==> src/common/mouse_macros.svh <==
// --------------------------------------------------
// constants for the PS/2 mouse receiver
// include where frame sizes, timers or limits are needed
// --------------------------------------------------
`ifndef MOUSE_MACROS_SVH
`define MOUSE_MACROS_SVH

// one packet is three 11-bit bytes on the line
`define MOUSE_FRAME_BITS 33
`define MOUSE_BYTE_BITS 11

// settling time after every accepted line clock edge
`define MOUSE_DEBOUNCE_CYCLES 150
`define MOUSE_DEBOUNCE_BITS 8

// line silence that closes a packet, longer than any inter-byte gap
`define MOUSE_WATCHDOG_CYCLES 20000
`define MOUSE_WATCHDOG_BITS 15

// cursor coordinate width and the default screen limits
`define MOUSE_POS_BITS 12
`define MOUSE_MAX_X 12'd1023
`define MOUSE_MAX_Y 12'd767

`endif

==> src/common/mouse_pkg.sv <==
// --------------------------------------------------
// shared state encodings and bundles of the mouse receiver
// referenced by scoped names from every RTL block
// --------------------------------------------------
`include "mouse_macros.svh"

package mouse_pkg;

  // debounce machine of the line filter, follows the line clock
  typedef enum logic [2:0] {
    line_clk_high    = 3'd0,
    line_falling     = 3'd1,
    line_falling_wait = 3'd3,
    line_clk_low     = 3'd2,
    line_rising      = 3'd6,
    line_rising_wait = 3'd4
  } line_state_t;

  // frame sequencer states
  typedef enum logic [1:0] {
    seq_wait   = 2'd0,
    seq_gather = 2'd1,
    seq_verify = 2'd3,
    seq_use    = 2'd2
  } seq_state_t;

  // clean edge strobes plus the data bit sampled beside them
  typedef struct packed {
    logic falling;
    logic rising;
    logic data;
  } line_event_t;

  // bit 0 is the first bit seen on the line
  typedef logic [`MOUSE_FRAME_BITS-1:0] frame_t;

  typedef struct packed {
    logic              left;
    logic              right;
    logic signed [8:0] dx;
    logic signed [8:0] dy;
  } motion_t;

  typedef struct packed {
    logic [`MOUSE_POS_BITS-1:0] x;
    logic [`MOUSE_POS_BITS-1:0] y;
    logic                       left;
    logic                       right;
  } cursor_t;

endpackage

==> src/ps2_rx/frame_decoder.sv <==
// --------------------------------------------------
// checks framing and odd parity of a received packet and
// splits it into button bits and signed X/Y motion
// --------------------------------------------------
`timescale 1ns/1ns
`include "mouse_macros.svh"

module frame_decoder (
  input  mouse_pkg::frame_t  frame,
  output logic               frame_good,
  output mouse_pkg::motion_t motion
);

  localparam int unsigned b0 = 0;
  localparam int unsigned b1 = `MOUSE_BYTE_BITS;
  localparam int unsigned b2 = 2 * `MOUSE_BYTE_BITS;

  logic [2:0] start_ok;
  logic [2:0] stop_ok;
  logic [2:0] parity_ok;
  logic [7:0] header;
  logic [7:0] x_byte;
  logic [7:0] y_byte;

  // every byte opens with a 0 start bit and closes with a 1 stop bit
  assign start_ok = {~frame[b2], ~frame[b1], ~frame[b0]};
  assign stop_ok  = {frame[b2+10], frame[b1+10], frame[b0+10]};

  // data bits plus the parity bit must hold an odd number of ones
  assign parity_ok = {^frame[b2+9:b2+1], ^frame[b1+9:b1+1], ^frame[b0+9:b0+1]};

  assign frame_good = &start_ok && &stop_ok && &parity_ok;

  // data bytes sit between start and parity, LSB first
  assign header = frame[b0+8:b0+1];
  assign x_byte = frame[b1+8:b1+1];
  assign y_byte = frame[b2+8:b2+1];

  // header bit 0 is left, bit 1 right, bits 4 and 5 carry the X and Y signs
  assign motion.left  = header[0];
  assign motion.right = header[1];
  assign motion.dx    = {header[4], x_byte};
  assign motion.dy    = {header[5], y_byte};

endmodule

==> src/ps2_rx/frame_shifter.sv <==
// --------------------------------------------------
// gathers line bits into the 33-bit frame register and
// ends each frame when the line has been quiet long enough
// --------------------------------------------------
`timescale 1ns/1ns
`include "mouse_macros.svh"

module frame_shifter (
  input  logic                   clk,
  input  logic                   reset,
  input  mouse_pkg::line_event_t line_event,
  output mouse_pkg::frame_t      frame,
  output logic                   frame_end,
  output logic                   frame_full,
  output logic                   line_active
);

  localparam int unsigned frame_bits = `MOUSE_FRAME_BITS;
  localparam int unsigned wd_cycles  = `MOUSE_WATCHDOG_CYCLES;

  logic [5:0] bit_count;
  logic [`MOUSE_WATCHDOG_BITS-1:0] wd_count;

  // new bits enter at the top, so the first bit drifts down to bit 0
  always_ff @(posedge clk)
  begin
    if (line_event.falling)
      frame <= {line_event.data, frame[frame_bits-1:1]};
  end

  // --------------------------------------------------
  // bit counter
  // --------------------------------------------------
  // cleared after the watchdog fires so a torn frame cannot leak into the next
  always_ff @(posedge clk)
  begin
    if (reset || frame_end)
      bit_count <= '0;
    else if (line_event.falling && bit_count != 6'h3f)
      bit_count <= bit_count + 1'b1;
  end

  assign frame_full = (bit_count == frame_bits[5:0]);

  // --------------------------------------------------
  // inactivity watchdog
  // --------------------------------------------------
  // starts parked at the end value, so an idle line after reset stays quiet
  always_ff @(posedge clk)
  begin
    if (reset)
      wd_count <= wd_cycles[`MOUSE_WATCHDOG_BITS-1:0];
    else if (line_event.falling || line_event.rising)
      wd_count <= '0;
    else if (wd_count != wd_cycles[`MOUSE_WATCHDOG_BITS-1:0])
      wd_count <= wd_count + 1'b1;
  end

  // the counter passes the last value once per quiet period, giving a single pulse
  assign frame_end = (wd_count == (wd_cycles - 1)
    ? 1'b1 : 1'b0) && !line_event.falling && !line_event.rising;

  // any falling edge tells the sequencer that the line is busy
  assign line_active = line_event.falling;

  // a 34th bit means the line never went quiet between two packets
  a_no_overrun: assert property (@(posedge clk) disable iff (reset)
    line_event.falling |-> bit_count < frame_bits[5:0])
    else $error("frame shifter overrun, more than a full frame without a quiet gap");

endmodule

==> src/ps2_rx/ps2_line_filter.sv <==
// --------------------------------------------------
// synchronises the PS/2 clock and data lines and turns
// the debounced line clock into one-cycle edge strobes
// --------------------------------------------------
`timescale 1ns/1ns
`include "mouse_macros.svh"

module ps2_line_filter (
  input  logic                  clk,
  input  logic                  reset,
  input  logic                  ps2_clk,
  input  logic                  ps2_data,
  output mouse_pkg::line_event_t line_event
);

  localparam int unsigned deb_last = `MOUSE_DEBOUNCE_CYCLES - 1;

  logic [1:0] clk_sync;
  logic [1:0] data_sync;
  mouse_pkg::line_state_t state;
  mouse_pkg::line_state_t state_next;
  logic [`MOUSE_DEBOUNCE_BITS-1:0] deb_count;
  logic deb_done;

  // two-flop synchronisers, bit 1 is the usable copy
  always_ff @(posedge clk)
  begin
    clk_sync  <= {clk_sync[0], ps2_clk};
    data_sync <= {data_sync[0], ps2_data};
  end

  // --------------------------------------------------
  // debounce timer
  // --------------------------------------------------
  // restarts on every accepted edge and parks once the settle time is over
  always_ff @(posedge clk)
  begin
    if (reset || line_event.falling || line_event.rising)
      deb_count <= '0;
    else if (!deb_done)
      deb_count <= deb_count + 1'b1;
  end

  assign deb_done = (deb_count == deb_last[`MOUSE_DEBOUNCE_BITS-1:0]);

  // --------------------------------------------------
  // edge state machine
  // --------------------------------------------------
  always_ff @(posedge clk)
  begin
    if (reset)
      state <= mouse_pkg::line_clk_high;
    else
      state <= state_next;
  end

  always_comb
  begin
    state_next = state;
    case (state)
      mouse_pkg::line_clk_high:
        if (!clk_sync[1])
          state_next = mouse_pkg::line_falling;
      mouse_pkg::line_falling:
        state_next = mouse_pkg::line_falling_wait;
      // line bounce during the wait states is ignored
      mouse_pkg::line_falling_wait:
        if (deb_done)
          state_next = mouse_pkg::line_clk_low;
      mouse_pkg::line_clk_low:
        if (clk_sync[1])
          state_next = mouse_pkg::line_rising;
      mouse_pkg::line_rising:
        state_next = mouse_pkg::line_rising_wait;
      mouse_pkg::line_rising_wait:
        if (deb_done)
          state_next = mouse_pkg::line_clk_high;
      default:
        state_next = mouse_pkg::line_clk_high;
    endcase
  end

  // strobes decode straight from the state register, so each lasts one cycle
  assign line_event.falling = (state == mouse_pkg::line_falling);
  assign line_event.rising  = (state == mouse_pkg::line_rising);
  assign line_event.data    = data_sync[1];

  // the frame shifter counts one bit per falling strobe and would miscount a clash
  a_edges_exclusive: assert property (@(posedge clk) disable iff (reset)
    !(line_event.falling && line_event.rising))
    else $error("line filter raised falling and rising strobes together");

endmodule

==> src/verilog/cursor_tracker.sv <==
// --------------------------------------------------
// adds each packet's motion to a saturating cursor position
// Y runs downward for video, so upward motion lowers y
// --------------------------------------------------
`timescale 1ns/1ns
`include "mouse_macros.svh"

module cursor_tracker #(
  parameter logic [`MOUSE_POS_BITS-1:0] max_x = `MOUSE_MAX_X,
  parameter logic [`MOUSE_POS_BITS-1:0] max_y = `MOUSE_MAX_Y
) (
  input  logic               clk,
  input  logic               reset,
  input  logic               motion_strobe,
  input  mouse_pkg::motion_t motion,
  output mouse_pkg::cursor_t cursor,
  output logic               cursor_update
);

  logic [8:0] dx_mag;
  logic [8:0] dy_mag;
  logic [`MOUSE_POS_BITS:0] x_up;
  logic [`MOUSE_POS_BITS:0] y_up;
  logic [`MOUSE_POS_BITS-1:0] x_next;
  logic [`MOUSE_POS_BITS-1:0] y_next;

  // magnitudes of the 9-bit deltas, -256 maps to 256
  assign dx_mag = motion.dx[8] ? (~motion.dx + 9'd1) : motion.dx;
  assign dy_mag = motion.dy[8] ? (~motion.dy + 9'd1) : motion.dy;

  // one spare bit so the sum cannot wrap before the clamp
  assign x_up = {1'b0, cursor.x} + {4'b0, dx_mag};
  assign y_up = {1'b0, cursor.y} + {4'b0, dy_mag};

  // --------------------------------------------------
  // saturating update
  // --------------------------------------------------
  always_comb
  begin
    // positive dx moves right and stops at max_x
    if (!motion.dx[8])
      x_next = (x_up > {1'b0, max_x}) ? max_x : x_up[`MOUSE_POS_BITS-1:0];
    else
      x_next = (cursor.x > {3'b0, dx_mag}) ? (cursor.x - {3'b0, dx_mag}) : '0;

    // positive dy means upward, which is toward row 0
    if (!motion.dy[8])
      y_next = (cursor.y > {3'b0, dy_mag}) ? (cursor.y - {3'b0, dy_mag}) : '0;
    else
      y_next = (y_up > {1'b0, max_y}) ? max_y : y_up[`MOUSE_POS_BITS-1:0];
  end

  // position and buttons move together, one cycle after the strobe
  always_ff @(posedge clk)
  begin
    if (reset)
    begin
      cursor        <= '0;
      cursor_update <= 1'b0;
    end
    else
    begin
      cursor_update <= motion_strobe;
      if (motion_strobe)
      begin
        cursor.x     <= x_next;
        cursor.y     <= y_next;
        cursor.left  <= motion.left;
        cursor.right <= motion.right;
      end
    end
  end

  // holds across any sequence of packets, not only the one being applied
  a_in_limits: assert property (@(posedge clk) disable iff (reset)
    cursor.x <= max_x && cursor.y <= max_y)
    else $error("cursor left the screen limits");

endmodule

==> src/verilog/frame_sequencer.sv <==
// --------------------------------------------------
// control state machine of the receiver, accepts a frame
// only after a full quiet-terminated run that decodes clean
// --------------------------------------------------
`timescale 1ns/1ns

module frame_sequencer (
  input  logic clk,
  input  logic reset,
  input  logic frame_end,
  input  logic frame_full,
  input  logic line_active,
  input  logic frame_good,
  output logic motion_strobe
);

  mouse_pkg::seq_state_t state;
  mouse_pkg::seq_state_t state_next;

  always_ff @(posedge clk)
  begin
    if (reset)
      state <= mouse_pkg::seq_wait;
    else
      state <= state_next;
  end

  always_comb
  begin
    state_next = state;
    case (state)
      // idle until the mouse starts clocking
      mouse_pkg::seq_wait:
        if (line_active)
          state_next = mouse_pkg::seq_gather;
      // short runs are dropped without any output
      mouse_pkg::seq_gather:
        if (frame_end)
          state_next = frame_full ? mouse_pkg::seq_verify : mouse_pkg::seq_wait;
      mouse_pkg::seq_verify:
        state_next = frame_good ? mouse_pkg::seq_use : mouse_pkg::seq_wait;
      mouse_pkg::seq_use:
        state_next = mouse_pkg::seq_wait;
      default:
        state_next = mouse_pkg::seq_wait;
    endcase
  end

  // the frame register holds still during verify and use, the line is quiet
  assign motion_strobe = (state == mouse_pkg::seq_use);

  // the tracker applies each packet once, a long strobe would double the motion
  a_strobe_single: assert property (@(posedge clk) disable iff (reset)
    motion_strobe |=> !motion_strobe)
    else $error("motion strobe held for more than one cycle");

endmodule

==> src/verilog/mouse_top.sv <==
// --------------------------------------------------
// top level of the PS/2 mouse receiver
// line filter, shifter, decoder, sequencer and cursor tracker
// --------------------------------------------------
`timescale 1ns/1ns
`include "mouse_macros.svh"

module mouse_top (
  input  logic               clk,
  input  logic               reset,
  input  logic               ps2_clk,
  input  logic               ps2_data,
  output mouse_pkg::cursor_t cursor,
  output logic               cursor_update
);

  mouse_pkg::line_event_t line_event;
  mouse_pkg::frame_t      frame;
  mouse_pkg::motion_t     motion;
  logic frame_end;
  logic frame_full;
  logic line_active;
  logic frame_good;
  logic motion_strobe;

  // --------------------------------------------------
  // receive path
  // --------------------------------------------------
  ps2_line_filter u_filter (
    .clk        (clk),
    .reset      (reset),
    .ps2_clk    (ps2_clk),
    .ps2_data   (ps2_data),
    .line_event (line_event)
  );

  frame_shifter u_shifter (
    .clk         (clk),
    .reset       (reset),
    .line_event  (line_event),
    .frame       (frame),
    .frame_end   (frame_end),
    .frame_full  (frame_full),
    .line_active (line_active)
  );

  frame_decoder u_decoder (
    .frame      (frame),
    .frame_good (frame_good),
    .motion     (motion)
  );

  // --------------------------------------------------
  // control and position
  // --------------------------------------------------
  frame_sequencer u_sequencer (
    .clk           (clk),
    .reset         (reset),
    .frame_end     (frame_end),
    .frame_full    (frame_full),
    .line_active   (line_active),
    .frame_good    (frame_good),
    .motion_strobe (motion_strobe)
  );

  cursor_tracker #(
    .max_x (`MOUSE_MAX_X),
    .max_y (`MOUSE_MAX_Y)
  ) u_tracker (
    .clk           (clk),
    .reset         (reset),
    .motion_strobe (motion_strobe),
    .motion        (motion),
    .cursor        (cursor),
    .cursor_update (cursor_update)
  );

endmodule
==> config.mk <==
export PLATFORM = sky130hd
export DESIGN_NAME = mouse_top
export DESIGN_NICKNAME = d
export VERILOG_FILES = /design/src/common/mouse_pkg.sv /design/src/ps2_rx/frame_decoder.sv /design/src/ps2_rx/frame_shifter.sv /design/src/ps2_rx/ps2_line_filter.sv /design/src/verilog/cursor_tracker.sv /design/src/verilog/frame_sequencer.sv /design/src/verilog/mouse_top.sv
export VERILOG_INCLUDE_DIRS = /design/src /design/src/common
export SDC_FILE = /design/constraint.sdc
export NUM_CORES = 1
export LEC_CHECK = 0
export ABC_AREA = 1
export BUFFER_PORTS_ARGS = -buffer_cell sky130_fd_sc_hd__buf_4
export CAP_MARGIN = 10
export CELL_PAD_IN_SITES_DETAIL_PLACEMENT = 1
export CELL_PAD_IN_SITES_GLOBAL_PLACEMENT = 2
export CORE_MARGIN = 8
export CORE_UTILIZATION = 40
export DETAILED_ROUTE_END_ITERATION = 16
export PLACE_DENSITY_LB_ADDON = 0.1
export SYNTH_ARGS = -nofsm -noshare
export SYNTH_HDL_FRONTEND = slang
export SYNTH_SLANG_ARGS = --single-unit
==> constraint.sdc <==
create_clock -name clk -period 5.5 [get_ports clk]
set_input_delay 0.55 -clock clk [delete_from_list [all_inputs] [get_ports clk]]
set_output_delay 0.55 -clock clk [all_outputs]
set_load 0.1 [all_outputs]
==> impl_metrics.py <==
metrics = {
    "timing": {
        "tns_ns": 0,
        "min_period_over_period_pct": 61.1,
        "rsz0062_at_grt": "no",
        "fin_skew_ns": 0.0157,
        "slew_violations": 0,
        "worst_pin_slew_ns": 0.753,
        "clock.fmax_mhz": 297,
        "finalSetupViolations": 0,
        "max_slew_margin_pct": 49.7,
        "hold_violations": 0,
        "finalWorstPathRequiredPeriod_ns": 3.36,
    },
    "grt": {
        "grt_util_all_layers_pct": 17.9,
        "antenna_found_initial": 0,
        "grt_max_degree": 43,
        "grt_pass1_wl_mm": 32.2,
        "grt_overflow": 0,
        "grt_pass1_vias": 6290,
    },
    "worst_setup_path": {
        "r2r_start": "u_shifter.frame[5]$_DFFE_PP_",
        "cp_slowest_stage_delay_ns": 0.77,
        "path_buf_inv": 3,
        "cp_max_fo": 16,
        "end_kind": "flip-flop",
        "reg2reg_setup_slack_ns": 2.14,
        "critical_path_required_ns": 5.80,
        "cpMaxStageDelayCell": "edfxtp_1",
        "reg2regPathDepth": 15,
        "cp-start-kind": "flip-flop",
        "critPathKind": "flip-flop to flip-flop",
        "r2r-end": "u_tracker.cursor[22]$_SDFFE_PP0P_",
        "path_cells": "inv_2 > or2_2 > xor2_1 > ha_1 > inv_2 > nand3_1 > nand2_1 > nand3_1 > nand3_2 > nand2_4 > nor2_8 > nand3_1 > nand4_1 > nand2_1 > inv_1",
        "path_common_cell": "nand3_1",
        "cp.arrival_ns": 3.66,
        "cp_top_family": "simple AND/OR/NAND/NOR gates",
    },
    "route": {
        "ant_nets": 0,
        "drtPass1Iterations": 4,
        "via_per_inst": 5.09,
        "routed_wl_mm": 19.4,
        "drtIter0Drc": 255,
        "routedWlPerCell_microns": 16.0,
        "via_count": 6155,
        "drc": 0,
    },
    "power": {
        "ir_drop_v": 0.000183,
        "powerDensity_mw_per_mm2": 337,
        "p_leak_uw": 0.00366,
    },
    "logic_synthesis": {
        "synth_edf_count": 33,
        "syn-num-nets": 1026,
        "netlist_area_sq_mm": 0.00711,
        "yosysSeqAreaShare_pct": 32.2,
        "postSynthCellCount": 962,
        "yosysWarnings": 0,
        "syn_avg_cell_area_sq_um": 7.39,
        "synthArstFlopShare_pct": 0,
        "yosysUniqueCellTypes": 49,
        "synth-main-ff-cell": "dfxtp_1",
        "synth_seq_cells": 98,
    },
    "min_path": {
        "holdCritStartpoint": "ps2_data",
        "hold_depth": 1,
        "hold_path_end": "u_filter.data_sync[0]$_DFF_P_",
        "min_path_type": "input pin to flip-flop",
    },
    "layout": {
        "final_nets": 1044,
        "seqCellArea_sq_mm": 0.00229,
        "multiInputGateArea_sq_mm": 0.00409,
        "antenna_cells": 0,
        "syn_to_final_growth_pct": 9.61,
        "final_common_cell": "nand2_1",
        "fillers": 2240,
        "drive_above_1_share_pct": 12.1,
        "utilization_pct": 44.9,
        "final_cell_mix": "214 x nand2_1, 137 x inv_1, 69 x nand3_1, 68 x nor2_1, 65 x dfxtp_1",
    },
    "place": {
        "dp_hpwl_mm": 15.1,
        "gp_congestion": 0.895,
        "port_buffers": 30,
    },
    "floorplan": {
        "die_h_microns": 149,
        "boundaryPins": 31,
        "die-width_microns": 149,
        "core_sq_mm": 0.0174,
        "die_area_sq_mm": 0.0223,
        "start_util_pct": 41.0,
        "rows": 48,
    },
    "clock_network": {
        "worstSkewPairLatency_ns": 0.35,
        "post_cts_buffers": 0,
        "cts_sinks": 98,
        "cts-buffers-inserted": 9,
        "cts_tree": "done",
        "clk_pin_slew_ns": 0.08,
        "root_buffer": "clkbuf_16",
        "hold_buffers": 0,
        "cts.repair.resized": 0,
        "cts_buffer_depth": 2,
        "htreeDepth": 3,
    },
    "run_status": {
        "status": "finished, final reports clean",
    },
    "flow_run": {
        "maxCapViolCount": 0,
    },
}
[layer usage]
| metal | vias up | share of wire (%) | global-route usage [%] |
|---|---|---|---|
| met2 | 76 | 47 | 29.8 |
| met4 | 0 | 1.2 | 4.54 |
| met3 | 17 | 2.4 | 2.34 |
| li1 | 3168 | - | - |
| met1 | 2894 | 50 | 23.8 |
| met5 | - | 0 | 0 |
[logic make-up after synthesis]
| logic type | Yosys count | synth area share [%] |
|---|---|---|
| compound gates | 124 | 10.4 |
| buf+inv | 179 | 10.3 |
| xor+xnor | 46 | 5.67 |
| flops | 98 | 32.2 |
| fa+ha+maj | 60 | 11.0 |
| simple gates | 455 | 30.4 |
[synthesized netlist by cell type (2+ instances only)]
| cell type | count | share of area (%) |
|---|---|---|
| a211oi_1 | 3 | 0.32 |
| a21oi_1 | 46 | 3.2 |
| a21oi_2 | 14 | 1.7 |
| a31oi_1 | 3 | 0.26 |
| buf_2 | 5 | 0.35 |
| buf_4 | 4 | 0.42 |
| buf_6 | 5 | 0.79 |
| clkbuf_1 | 11 | 0.58 |
| dfxtp_1 | 65 | 18 |
| edfxtp_1 | 33 | 14 |
| fa_1 | 4 | 1.1 |
| ha_1 | 56 | 9.9 |
| inv_1 | 137 | 7.2 |
| inv_2 | 16 | 0.84 |
| nand2_1 | 214 | 11 |
| nand2_2 | 7 | 0.62 |
| nand2_4 | 3 | 0.48 |
| nand3_1 | 69 | 4.9 |
| nand3_2 | 4 | 0.56 |
| nand4_1 | 37 | 3.3 |
| nor2_1 | 69 | 3.6 |
| nor2_2 | 3 | 0.26 |
| nor2_8 | 2 | 0.56 |
| nor3_1 | 22 | 1.5 |
| nor3_2 | 6 | 0.84 |
| nor3_4 | 2 | 0.46 |
| nor4_1 | 6 | 0.53 |
| o211ai_1 | 2 | 0.21 |
| o21a_1 | 2 | 0.21 |
| o21ai_0 | 33 | 2.3 |
| o21ai_1 | 9 | 0.63 |
| o21ai_2 | 2 | 0.25 |
| o21bai_1 | 4 | 0.42 |
| o31ai_1 | 2 | 0.21 |
| or2_2 | 4 | 0.35 |
| xnor2_1 | 14 | 1.7 |
| xor2_1 | 32 | 3.9 |
[worst register-to-register path, delay by kind of cell, from the launching register on]
family	cells	cell delay [ns]
xor gates and xnor gates	1	0.24
adders and majority gates	1	0.41
buffers and inverters	3	0.47
DFF	1	0.77
and+or+nand+nor	10	1.41
[per-stage QoR]
step                      cells  power (uW)  worst slack [ns]  area (sq um)  hold slack [ns]
after floorplan             962        1750              2.84          7110            0.310
after global placement     1194        1980              2.14          7490            0.316
after detailed placement   1194        1990              2.11          7490            0.324
after CTS                  1210        2660              2.12          7790            0.280
after global routing       1210        2830              1.81          7790            0.275
final                      1210        2620              2.14          7790            0.296
[layout make-up]
cell class	count	area share, %
Timing Repair Buffer	32	3.08
Tap cell	225	3.61
Multi-Input combinational cell	685	52.5
Clock inverter	6	0.722
Sequential cell	98	29.4
Clock buffer	10	3.21
Inverter	154	7.45
[flip-flops by register name, indices dropped and copies added, names as in the netlist]
register                 cells
u_tracker.cursor            26
u_sequencer.state            2
u_filter.state               3
u_shifter.frame             33
u_filter.clk_sync            2
u_tracker.cursor_update      1
u_shifter.bit_count          6
u_filter.data_sync           2
u_shifter.wd_count          15
u_filter.deb_count           8
[worst max-delay path by stage]
stage	from	cells past startpoint	slack [ns]	endpoint
after floorplan	u_tracker.cursor[14]$_SDFFE_PP0P_	15	2.84	u_tracker.cursor[23]$_SDFFE_PP0P_
after global placement	u_shifter.frame[5]$_DFFE_PP_	15	2.14	u_tracker.cursor[21]$_SDFFE_PP0P_
after detailed placement	u_shifter.frame[5]$_DFFE_PP_	15	2.11	u_tracker.cursor[22]$_SDFFE_PP0P_
after CTS	u_shifter.frame[5]$_DFFE_PP_	15	2.12	u_tracker.cursor[22]$_SDFFE_PP0P_
after global routing	u_shifter.frame[6]$_DFFE_PP_	14	1.81	u_tracker.cursor[11]$_SDFFE_PP0P_
final	u_shifter.frame[5]$_DFFE_PP_	15	2.14	u_tracker.cursor[22]$_SDFFE_PP0P_
[report_power, final]
part           switching, uW  internal, uW  leakage, uW
registers               94.9           875     0.000834
logic                    663           336      0.00268
clock network            311           345     0.000154
total                   1070          1560      0.00366
No activity file was read; power rests on OpenSTA's default activity.
